--- config.mk ---
export PLATFORM = sky130hd
export DESIGN_NAME = udp_rx
export DESIGN_NICKNAME = d
export VERILOG_FILES = /design/src/udp_rx_pkg.sv /design/src/udp_rx.sv /design/src/udp_rx_frame_queue.sv /design/src/udp_rx_header_check.sv /design/src/udp_rx_payload_align.sv /design/src/udp_rx_sync_fifo.sv
export SDC_FILE = /design/constraint.sdc
export NUM_CORES = 1
export LEC_CHECK = 0
export BUFFER_PORTS_ARGS = -buffer_cell sky130_fd_sc_hd__buf_4
export CORE_UTILIZATION = 40
export DETAILED_ROUTE_END_ITERATION = 8
export SLEW_MARGIN = 10
export SYNTH_ARGS = -nofsm -noshare
export SYNTH_HDL_FRONTEND = slang
export SYNTH_SLANG_ARGS = --single-unit
export TNS_END_PERCENT = 5
--- constraint.sdc ---
create_clock -name mac_clk -period 13.6 [get_ports mac_clk]
set_input_delay 0.68 -clock mac_clk [delete_from_list [all_inputs] [get_ports mac_clk]]
set_output_delay 0.68 -clock mac_clk [all_outputs]
set_load 0.01 [all_outputs]
--- src/udp_rx_pkg.sv ---
package udp_rx_pkg;

  // Datapath and address field widths
  localparam int DATA_W = 64;
  localparam int MAC_W  = 48;
  localparam int IP_W   = 32;
  localparam int PORT_W = 16;

  // Protocol constants, network order
  localparam logic [15:0] ETHERTYPE_IPV4 = 16'h0800;

  // Version 4, five-word header with no options
  localparam logic [7:0] IP_VER_IHL = 8'h45;

  localparam logic [7:0] IP_PROTO_UDP = 8'h11;

  localparam logic [MAC_W-1:0] BROADCAST_MAC = {MAC_W{1'b1}};

  // Buffer sizes
  localparam int DATA_FIFO_DEPTH = 16;
  localparam int META_FIFO_DEPTH = 4;

  // Free payload slots at or below this mark a write as overrun
  localparam int ALMOST_FULL_MARGIN = 2;

  // Occupancy count widths of the two FIFOs
  localparam int DATA_CNT_W = $clog2(DATA_FIFO_DEPTH + 1);
  localparam int META_CNT_W = $clog2(META_FIFO_DEPTH + 1);

  // Header checker states, one per header word
  typedef enum logic [2:0] {
    HDR_IDLE,
    HDR_WORD2,
    HDR_WORD3,
    HDR_WORD4,
    HDR_WORD5,
    HDR_WORD6,
    HDR_PAYLOAD,
    HDR_SKIP
  } hdr_state_t;

  // Frame queue states
  typedef enum logic {
    QUEUE_RUN,
    QUEUE_DISCARD
  } queue_state_t;

endpackage

--- src/udp_rx.sv ---
`timescale 1ns/100ps

module udp_rx (
  input  logic                            mac_clk,
  input  logic                            mac_rst,
  input  logic                            local_enable,
  input  logic [udp_rx_pkg::MAC_W-1:0]    local_mac,
  input  logic [udp_rx_pkg::IP_W-1:0]     local_ip,
  input  logic [udp_rx_pkg::PORT_W-1:0]   local_port,
  input  logic [udp_rx_pkg::DATA_W-1:0]   mac_rx_data,
  input  logic [udp_rx_pkg::DATA_W/8-1:0] mac_rx_data_valid,
  input  logic                            mac_rx_good_frame,
  input  logic                            mac_rx_bad_frame,
  output logic                            out_valid,
  output logic [udp_rx_pkg::DATA_W-1:0]   out_data,
  output logic                            out_last,
  output logic                            out_bad,
  output logic                            out_overrun,
  output logic [udp_rx_pkg::IP_W-1:0]     out_source_ip,
  output logic [udp_rx_pkg::PORT_W-1:0]   out_source_port,
  input  logic                            out_ready
);

  logic [udp_rx_pkg::DATA_W-1:0] word_data;
  logic                          word_valid;
  logic                          end_good;
  logic                          end_bad;
  logic                          frame_accept;
  logic [udp_rx_pkg::IP_W-1:0]   source_ip;
  logic [udp_rx_pkg::PORT_W-1:0] source_port;
  logic                          pay_valid;
  logic [udp_rx_pkg::DATA_W-1:0] pay_data;
  logic                          pay_last;
  logic                          pay_bad;

  // MAC input register, only full words count
  always_ff @(posedge mac_clk) begin
    if (mac_rst) begin
      word_valid <= 1'b0;
      end_good   <= 1'b0;
      end_bad    <= 1'b0;
    end else begin
      word_valid <= &mac_rx_data_valid;
      end_good   <= mac_rx_good_frame;
      end_bad    <= mac_rx_bad_frame;
    end
  end

  always_ff @(posedge mac_clk) begin
    word_data <= mac_rx_data;
  end

  udp_rx_header_check i_header_check (
    .mac_clk      (mac_clk),
    .mac_rst      (mac_rst),
    .word_data    (word_data),
    .word_valid   (word_valid),
    .end_good     (end_good),
    .end_bad      (end_bad),
    .local_enable (local_enable),
    .local_mac    (local_mac),
    .local_ip     (local_ip),
    .local_port   (local_port),
    .frame_accept (frame_accept),
    .source_ip    (source_ip),
    .source_port  (source_port)
  );

  udp_rx_payload_align i_payload_align (
    .mac_clk    (mac_clk),
    .mac_rst    (mac_rst),
    .word_data  (word_data),
    .word_valid (word_valid),
    .end_good   (end_good),
    .end_bad    (end_bad),
    .pay_valid  (pay_valid),
    .pay_data   (pay_data),
    .pay_last   (pay_last),
    .pay_bad    (pay_bad)
  );

  udp_rx_frame_queue i_frame_queue (
    .mac_clk         (mac_clk),
    .mac_rst         (mac_rst),
    .frame_accept    (frame_accept),
    .source_ip       (source_ip),
    .source_port     (source_port),
    .pay_valid       (pay_valid),
    .pay_data        (pay_data),
    .pay_last        (pay_last),
    .pay_bad         (pay_bad),
    .out_ready       (out_ready),
    .out_valid       (out_valid),
    .out_data        (out_data),
    .out_last        (out_last),
    .out_bad         (out_bad),
    .out_overrun     (out_overrun),
    .out_source_ip   (out_source_ip),
    .out_source_port (out_source_port)
  );

endmodule

--- src/udp_rx_frame_queue.sv ---
`timescale 1ns/100ps

module udp_rx_frame_queue (
  input  logic                          mac_clk,
  input  logic                          mac_rst,
  input  logic                          frame_accept,
  input  logic [udp_rx_pkg::IP_W-1:0]   source_ip,
  input  logic [udp_rx_pkg::PORT_W-1:0] source_port,
  input  logic                          pay_valid,
  input  logic [udp_rx_pkg::DATA_W-1:0] pay_data,
  input  logic                          pay_last,
  input  logic                          pay_bad,
  input  logic                          out_ready,
  output logic                          out_valid,
  output logic [udp_rx_pkg::DATA_W-1:0] out_data,
  output logic                          out_last,
  output logic                          out_bad,
  output logic                          out_overrun,
  output logic [udp_rx_pkg::IP_W-1:0]   out_source_ip,
  output logic [udp_rx_pkg::PORT_W-1:0] out_source_port
);

  udp_rx_pkg::queue_state_t state;

  logic                                           first_word;
  logic                                           accept_word;
  logic                                           room;
  logic                                           near_full;
  logic                                           wr_last;
  logic                                           pay_wr_en;
  logic                                           meta_wr_en;
  logic                                           pay_rd_en;
  logic                                           meta_rd_en;
  logic [udp_rx_pkg::DATA_W+2:0]                  pay_wr_data;
  logic [udp_rx_pkg::DATA_W+2:0]                  pay_rd_data;
  logic [udp_rx_pkg::IP_W+udp_rx_pkg::PORT_W-1:0] meta_wr_data;
  logic [udp_rx_pkg::IP_W+udp_rx_pkg::PORT_W-1:0] meta_rd_data;
  logic [udp_rx_pkg::DATA_CNT_W-1:0]              pay_count;
  logic [udp_rx_pkg::META_CNT_W-1:0]              meta_count;
  logic                                           pay_not_empty;
  logic                                           meta_not_empty;

  assign accept_word = pay_valid && frame_accept && state == udp_rx_pkg::QUEUE_RUN;

  // Free slots at or below the margin
  assign near_full = pay_count >= udp_rx_pkg::DATA_CNT_W'(
                       udp_rx_pkg::DATA_FIFO_DEPTH - udp_rx_pkg::ALMOST_FULL_MARGIN);

  // A new frame needs a metadata slot, and no word fits a full payload FIFO
  assign room = pay_count != udp_rx_pkg::DATA_CNT_W'(udp_rx_pkg::DATA_FIFO_DEPTH) &&
                !(first_word &&
                  meta_count == udp_rx_pkg::META_CNT_W'(udp_rx_pkg::META_FIFO_DEPTH));

  assign wr_last      = pay_last || near_full;
  assign pay_wr_en    = accept_word && room;
  assign meta_wr_en   = pay_wr_en && first_word;
  assign pay_wr_data  = {near_full, pay_bad, wr_last, pay_data};
  assign meta_wr_data = {source_port, source_ip};

  always_ff @(posedge mac_clk) begin
    if (mac_rst) begin
      state      <= udp_rx_pkg::QUEUE_RUN;
      first_word <= 1'b1;
    end else begin
      case (state)
        udp_rx_pkg::QUEUE_RUN: begin
          if (accept_word) begin
            if (!room) begin
              // Whole frame dropped
              if (!pay_last) begin
                state <= udp_rx_pkg::QUEUE_DISCARD;
              end
            end else begin
              first_word <= wr_last;
              if (near_full && !pay_last) begin
                state <= udp_rx_pkg::QUEUE_DISCARD;
              end
            end
          end
        end
        udp_rx_pkg::QUEUE_DISCARD: begin
          if (pay_valid && pay_last) begin
            state <= udp_rx_pkg::QUEUE_RUN;
          end
        end
      endcase
    end
  end

  udp_rx_sync_fifo #(
    .WIDTH (udp_rx_pkg::DATA_W + 3),
    .DEPTH (udp_rx_pkg::DATA_FIFO_DEPTH)
  ) i_data_fifo (
    .mac_clk   (mac_clk),
    .mac_rst   (mac_rst),
    .wr_en     (pay_wr_en),
    .wr_data   (pay_wr_data),
    .rd_en     (pay_rd_en),
    .rd_data   (pay_rd_data),
    .not_empty (pay_not_empty),
    .count     (pay_count)
  );

  udp_rx_sync_fifo #(
    .WIDTH (udp_rx_pkg::IP_W + udp_rx_pkg::PORT_W),
    .DEPTH (udp_rx_pkg::META_FIFO_DEPTH)
  ) i_meta_fifo (
    .mac_clk   (mac_clk),
    .mac_rst   (mac_rst),
    .wr_en     (meta_wr_en),
    .wr_data   (meta_wr_data),
    .rd_en     (meta_rd_en),
    .rd_data   (meta_rd_data),
    .not_empty (meta_not_empty),
    .count     (meta_count)
  );

  // Metadata advances when the last word of a frame transfers
  assign pay_rd_en  = out_valid && out_ready;
  assign meta_rd_en = pay_rd_en && out_last && meta_not_empty;

  assign out_valid = pay_not_empty;
  assign {out_overrun, out_bad, out_last, out_data} = pay_rd_data;
  assign {out_source_port, out_source_ip}           = meta_rd_data;

endmodule

--- src/udp_rx_header_check.sv ---
`timescale 1ns/100ps

module udp_rx_header_check (
  input  logic                          mac_clk,
  input  logic                          mac_rst,
  input  logic [udp_rx_pkg::DATA_W-1:0] word_data,
  input  logic                          word_valid,
  input  logic                          end_good,
  input  logic                          end_bad,
  input  logic                          local_enable,
  input  logic [udp_rx_pkg::MAC_W-1:0]  local_mac,
  input  logic [udp_rx_pkg::IP_W-1:0]   local_ip,
  input  logic [udp_rx_pkg::PORT_W-1:0] local_port,
  output logic                          frame_accept,
  output logic [udp_rx_pkg::IP_W-1:0]   source_ip,
  output logic [udp_rx_pkg::PORT_W-1:0] source_port
);

  udp_rx_pkg::hdr_state_t state;

  logic [udp_rx_pkg::MAC_W-1:0]  dest_mac;
  logic [15:0]                   ethertype;
  logic [7:0]                    ver_ihl;
  logic [7:0]                    protocol;
  logic [udp_rx_pkg::IP_W-1:0]   word_source_ip;
  logic [15:0]                   dest_ip_hi;
  logic [udp_rx_pkg::IP_W-1:0]   dest_ip;
  logic [udp_rx_pkg::PORT_W-1:0] word_source_port;
  logic [udp_rx_pkg::PORT_W-1:0] dest_port;
  logic                          frame_end;

  // Byte 0 arrives first and is the most significant byte of a field
  assign dest_mac = {word_data[7:0],   word_data[15:8],  word_data[23:16],
                     word_data[31:24], word_data[39:32], word_data[47:40]};

  // Word 2 fields
  assign ethertype = {word_data[39:32], word_data[47:40]};
  assign ver_ihl   = word_data[55:48];

  // Word 3 field
  assign protocol = word_data[63:56];

  // Word 4 fields
  assign word_source_ip = {word_data[23:16], word_data[31:24],
                           word_data[39:32], word_data[47:40]};

  // Word 5 fields, upper half of the destination IP came in word 4
  assign dest_ip          = {dest_ip_hi, word_data[7:0], word_data[15:8]};
  assign word_source_port = {word_data[23:16], word_data[31:24]};
  assign dest_port        = {word_data[39:32], word_data[47:40]};

  assign frame_end = end_good || end_bad;

  always_ff @(posedge mac_clk) begin
    if (mac_rst) begin
      state        <= udp_rx_pkg::HDR_IDLE;
      frame_accept <= 1'b0;
    end else begin
      case (state)
        udp_rx_pkg::HDR_IDLE: begin
          if (word_valid) begin
            if (dest_mac == local_mac || dest_mac == udp_rx_pkg::BROADCAST_MAC) begin
              frame_accept <= 1'b1;
              state        <= udp_rx_pkg::HDR_WORD2;
            end else begin
              frame_accept <= 1'b0;
              state        <= udp_rx_pkg::HDR_SKIP;
            end
          end
        end
        udp_rx_pkg::HDR_WORD2: begin
          if (word_valid) begin
            if (ethertype != udp_rx_pkg::ETHERTYPE_IPV4 || ver_ihl != udp_rx_pkg::IP_VER_IHL) begin
              frame_accept <= 1'b0;
              state        <= udp_rx_pkg::HDR_SKIP;
            end else begin
              state <= udp_rx_pkg::HDR_WORD3;
            end
          end
        end
        udp_rx_pkg::HDR_WORD3: begin
          if (word_valid) begin
            if (protocol != udp_rx_pkg::IP_PROTO_UDP) begin
              frame_accept <= 1'b0;
              state        <= udp_rx_pkg::HDR_SKIP;
            end else begin
              state <= udp_rx_pkg::HDR_WORD4;
            end
          end
        end
        udp_rx_pkg::HDR_WORD4: begin
          if (word_valid) begin
            state <= udp_rx_pkg::HDR_WORD5;
          end
        end
        udp_rx_pkg::HDR_WORD5: begin
          // Final decision for this frame
          if (word_valid) begin
            if (dest_ip != local_ip || dest_port != local_port) begin
              frame_accept <= 1'b0;
              state        <= udp_rx_pkg::HDR_SKIP;
            end else begin
              state <= udp_rx_pkg::HDR_WORD6;
            end
          end
        end
        udp_rx_pkg::HDR_WORD6: begin
          if (word_valid) begin
            state <= udp_rx_pkg::HDR_PAYLOAD;
          end
        end
        default: begin
          // Payload or skipped frame, wait for the end strobe
        end
      endcase
      if (frame_end) begin
        state <= udp_rx_pkg::HDR_IDLE;
      end
      if (!local_enable) begin
        frame_accept <= 1'b0;
      end
    end
  end

  // Source address capture
  always_ff @(posedge mac_clk) begin
    if (word_valid && state == udp_rx_pkg::HDR_WORD4) begin
      source_ip  <= word_source_ip;
      dest_ip_hi <= {word_data[55:48], word_data[63:56]};
    end
    if (word_valid && state == udp_rx_pkg::HDR_WORD5) begin
      source_port <= word_source_port;
    end
  end

endmodule

--- src/udp_rx_payload_align.sv ---
`timescale 1ns/100ps

module udp_rx_payload_align (
  input  logic                          mac_clk,
  input  logic                          mac_rst,
  input  logic [udp_rx_pkg::DATA_W-1:0] word_data,
  input  logic                          word_valid,
  input  logic                          end_good,
  input  logic                          end_bad,
  output logic                          pay_valid,
  output logic [udp_rx_pkg::DATA_W-1:0] pay_data,
  output logic                          pay_last,
  output logic                          pay_bad
);

  // Words seen so far in this frame, saturates at seven
  logic [2:0]                    word_cnt;
  logic [udp_rx_pkg::DATA_W-1:0] prev_data;
  logic [udp_rx_pkg::DATA_W-1:0] held_data;
  logic                          held_valid;
  logic [udp_rx_pkg::DATA_W-1:0] shifted;
  logic                          form_word;
  logic                          frame_end;

  assign frame_end = end_good || end_bad;

  // Word 7 onward completes a payload word
  assign form_word = word_valid && word_cnt >= 3'd6;

  // Bytes 2 to 7 of the previous word, then bytes 0 and 1 of this one
  assign shifted = {word_data[15:0], prev_data[udp_rx_pkg::DATA_W-1:16]};

  always_ff @(posedge mac_clk) begin
    if (mac_rst) begin
      word_cnt   <= 3'd0;
      held_valid <= 1'b0;
      pay_valid  <= 1'b0;
    end else begin
      pay_valid <= 1'b0;
      if (frame_end) begin
        // Held word is the last one of the frame
        word_cnt   <= 3'd0;
        held_valid <= 1'b0;
        pay_valid  <= held_valid;
      end else if (word_valid) begin
        if (word_cnt != 3'd7) begin
          word_cnt <= word_cnt + 3'd1;
        end
        if (form_word) begin
          held_valid <= 1'b1;
          pay_valid  <= held_valid;
        end
      end
    end
  end

  always_ff @(posedge mac_clk) begin
    if (word_valid) begin
      prev_data <= word_data;
    end
    if (frame_end) begin
      pay_data <= held_data;
      pay_last <= 1'b1;
      pay_bad  <= end_bad;
    end else if (form_word) begin
      pay_data  <= held_data;
      pay_last  <= 1'b0;
      pay_bad   <= 1'b0;
      held_data <= shifted;
    end
  end

endmodule

--- src/udp_rx_sync_fifo.sv ---
`timescale 1ns/100ps

module udp_rx_sync_fifo #(
  parameter int WIDTH = 8,
  parameter int DEPTH = 4
) (
  input  logic                         mac_clk,
  input  logic                         mac_rst,
  input  logic                         wr_en,
  input  logic [WIDTH-1:0]             wr_data,
  input  logic                         rd_en,
  output logic [WIDTH-1:0]             rd_data,
  output logic                         not_empty,
  output logic [$clog2(DEPTH+1)-1:0]   count
);

  localparam int PTR_W = $clog2(DEPTH);
  localparam int CNT_W = $clog2(DEPTH + 1);

  logic [WIDTH-1:0] mem [DEPTH];
  logic [PTR_W-1:0] wr_ptr;
  logic [PTR_W-1:0] rd_ptr;
  logic             do_wr;
  logic             do_rd;

  // Writes into a full FIFO are dropped
  assign do_wr = wr_en && count != CNT_W'(DEPTH);
  assign do_rd = rd_en && not_empty;

  // First word fall-through
  assign rd_data   = mem[rd_ptr];
  assign not_empty = count != '0;

  always_ff @(posedge mac_clk) begin
    if (mac_rst) begin
      wr_ptr <= '0;
      rd_ptr <= '0;
      count  <= '0;
    end else begin
      if (do_wr) begin
        wr_ptr <= (wr_ptr == PTR_W'(DEPTH - 1)) ? '0 : wr_ptr + 1'b1;
      end
      if (do_rd) begin
        rd_ptr <= (rd_ptr == PTR_W'(DEPTH - 1)) ? '0 : rd_ptr + 1'b1;
      end
      case ({do_wr, do_rd})
        2'b10:   count <= count + 1'b1;
        2'b01:   count <= count - 1'b1;
        default: count <= count;
      endcase
    end
  end

  always_ff @(posedge mac_clk) begin
    if (do_wr) begin
      mem[wr_ptr] <= wr_data;
    end
  end

endmodule

==> flow_summary.json <==
{
  "reg2regPathDepth": 11,
  "fin_nets": 3137,
  "cts.clk_slew.worst_paths_ns": 0.06,
  "synth_common_cells": "1505 x edfxtp_1, 383 x mux4_2, 105 x dfxtp_1",
  "async_flop_share": 0,
  "drtPass1Iterations": 7,
  "coreArea_mm2": 0.146,
  "synthToLayoutAreaGrowth_pct": 18.3,
  "irDropWorstVdd_mv": 0.107,
  "grt_pass1_wl_um": 211000,
  "end_kind": "primary output",
  "clock_power_share": 0.445,
  "nFillCells": 11700,
  "timing_hold_violations_final": 0,
  "cp_data_required_time_ns": 12.92,
  "clock_path_buffers": 3,
  "cts_resized": 0,
  "p_sw_uw": 2000,
  "synth_xor_area_frac": 0.0159,
  "arrival_ns": 5.67,
  "area.sequential_mm2": 0.0473,
  "synth_area_leaders": "edfxtp_1 77%, mux4_2 15%, dfxtp_1 3.6%, xnor2_1 1.5%, ha_1 0.42%",
  "drv_slew": 0,
  "muxShareOfSynthArea": 0.148,
  "p_leak_uw": 0.0217,
  "multi_input_area_mm2": 0.0113,
  "synth_top_area_frac": 0.767,
  "syn_area_per_cell_um2": 24.0,
  "cts_buffers": 163,
  "slew_headroom": 0.189,
  "cts_root_buf": "clkbuf_16",
  "ys_seq_area_frac": 0.803,
  "avgRoutedWirePerCell_um": 29.9,
  "die_w_um": 386,
  "ant_nets": 0,
  "worst_pin_slew_ns": 1.22,
  "yosysMostFrequentCell": "edfxtp_1",
  "setup.worst_path.end": "out_data[54]",
  "fin_skew_ns": 0.0267,
  "routed_wl_um": 149000,
  "rsz0062_at_grt": "no",
  "combPwrFrac": 0.013,
  "fin_ws_ns": 7.25,
  "rows": 140,
  "critPathMaxFanout": 49,
  "tritoncts": "built",
  "drcViolationCount": 0,
  "postSynthCellCount": 2460,
  "io_pins": 290,
  "status": "completed",
  "r2r_setup_slack_ns": 9.21,
  "setup_viol": 0,
  "cts_post_setup_buffers_inserted": 0,
  "period_minus_slack_ns": 6.35,
  "clock-sinks": 1610,
  "via_per_inst": 5.52,
  "syn-num-nets": 2655,
  "swShare": 0.198,
  "post-route-period-util": 0.467,
  "start_kind": "flop",
  "grt_max_degree": 77,
  "dpl.hpwl_um": 86200,
  "drive_gt1_frac": 0.330,
  "antenna_found_initial": 17,
  "p_int_uw": 8080,
  "grt_usage": 0.203,
  "post-place-ws_ns": 7.79,
  "holdCritPathClass": "in2reg",
  "clk_latency_ns": 0.78,
  "synthFlopType": "edfxtp_1",
  "yosys.area.top_type": "edfxtp_1",
  "reg2reg_to": "i_frame_queue.i_meta_fifo.count[2]",
  "synth_adder_area_share": 0.00459,
  "seqPwrFrac": 0.542,
  "place_congestion": 0.891,
  "vias": 27600,
  "cts_hold_buf": 64,
  "die_y_um": 386,
  "synth_compound_area_frac": 0.00588,
  "yosys_warnings": 0,
  "criticalPathCategory": "reg2out",
  "maxCapViolations": 0,
  "finalSetupTns_ns": 0,
  "overflow": 0,
  "ys_types": 46,
  "cellPowerDensity_mw_per_mm2": 144,
  "synth-seq-cells": 1610,
  "synth_area_mm2": 0.0589,
  "synthSimpleGateAreaFrac": 0.0149,
  "drtIter0Drc": 2695,
  "io_buffers": 289,
  "htree_levels": 4,
  "synth_top_family_by_area": "multiplexers",
  "first_global_vias": 28700,
  "start_util": 0.404,
  "synth-edff-count": 1505,
  "die_area_mm2": 0.149,
  "max_clock_freq_ghz": 0.158
}
## per-layer routing
metal,vias to the layer above,track usage,wire (um)
li1,11400,-,-
met1,14900,0.274,60500
met3,189,0.0489,12500
met4,2,0.0531,2970
met5,-,0,13
met2,1159,0.330,73400
## worst max-delay path, stage by stage (launching register included)
cell and delay (ns):
dfxtp_4 0.90, buf_4 0.91, buf_4 0.88, buf_4 0.74, mux4_2 0.60, mux4_2 0.52
buf_4 0.17
## worst min path at each step
stage	slack [ns]	end	depth (start not counted)	startpoint
floorplan	0.40	i_payload_align.held_data[0]	0	i_payload_align.prev_data[16]
global placement	0.40	i_payload_align.held_data[19]	0	i_payload_align.prev_data[35]
detailed placement	0.40	i_payload_align.held_data[17]	0	i_payload_align.prev_data[33]
CTS	0.06	end_bad	2	mac_rx_bad_frame
global route	0.1	end_bad	2	mac_rx_bad_frame
finish	0.13	end_bad	2	mac_rx_bad_frame
## layout make-up
cell class | count | share of cell area
Clock buffer | 207 | 0.0624
Multi-Input combinational cell | 732 | 0.162
Sequential cell | 1610 | 0.678
Tap cell | 1917 | 0.0344
Antenna cell | 6 | 0.000215
Timing Repair Buffer | 416 | 0.0471
Clock inverter | 92 | 0.0148
Inverter | 19 | 0.00102
## state kept, by name (all words and copies together), names as in the netlist, 2 cells and up, named ones only
name	count
i_frame_queue.i_data_fifo.count	5
i_frame_queue.i_data_fifo.mem	1072
i_frame_queue.i_data_fifo.rd_ptr	4
i_frame_queue.i_data_fifo.wr_ptr	4
i_frame_queue.i_meta_fifo.count	3
i_frame_queue.i_meta_fifo.mem	192
i_frame_queue.i_meta_fifo.rd_ptr	2
i_frame_queue.i_meta_fifo.wr_ptr	2
i_header_check.dest_ip_hi	16
i_header_check.source_ip	32
i_header_check.source_port	16
i_header_check.state	3
i_payload_align.held_data	64
i_payload_align.pay_data	64
i_payload_align.prev_data	48
i_payload_align.word_cnt	3
word_data	64
## placed cells by master (no fill, tap or decap), drive strengths merged, types with 8 or more instances in the layout
cell         Yosys  routed
edfxtp        1505    1505
mux4           383     383
buf             44     352
clkbuf          55     207
dfxtp          105     105
xnor2           99      99
dlygate4sd3      0      64
clkinv           0      59
nand4           38      38
nor2            33      33
inv             19      32
nand2           21      21
ha              20      20
bufinv           0      17
nor4            17      17
a21oi           16      16
xor2             8       8
mux2i            8       8
o21ai            8       8
nor3             8       8
## logic make-up after synthesis
family / after synthesis
simple gates: 162
flops: 1610
compound gates: 51
buf+inv: 118
xor+xnor: 107
fa+ha+maj: 21
mux: 391
## power groups by stage
stage	clock network (uW)	registers, uW	logic, uW
global route	4770	5460	132
floorplan	0	5540	31.8
finish	4490	5460	127
CTS	4580	5460	127
global placement	0	5560	111
detailed placement	0	5570	112
## per-stage QoR
stage | util | std cells | cell area [um2] | hold slack (ns) | total power (uW)
2_1_floorplan | - | 2460 | 58900 | 0.400 | 5570
3_3_place_gp | 0.437 | 4630 | 63700 | 0.401 | 5670
3_5_place_dp | 0.437 | 4630 | 63700 | 0.405 | 5680
4_1_cts | 0.478 | 4993 | 69700 | 0.0564 | 10200
5_1_grt | 0.478 | 4997 | 69700 | 0.0973 | 10400
6_report | 0.478 | 4999 | 69700 | 0.129 | 10100
No activity file was read; power rests on OpenSTA's default activity.
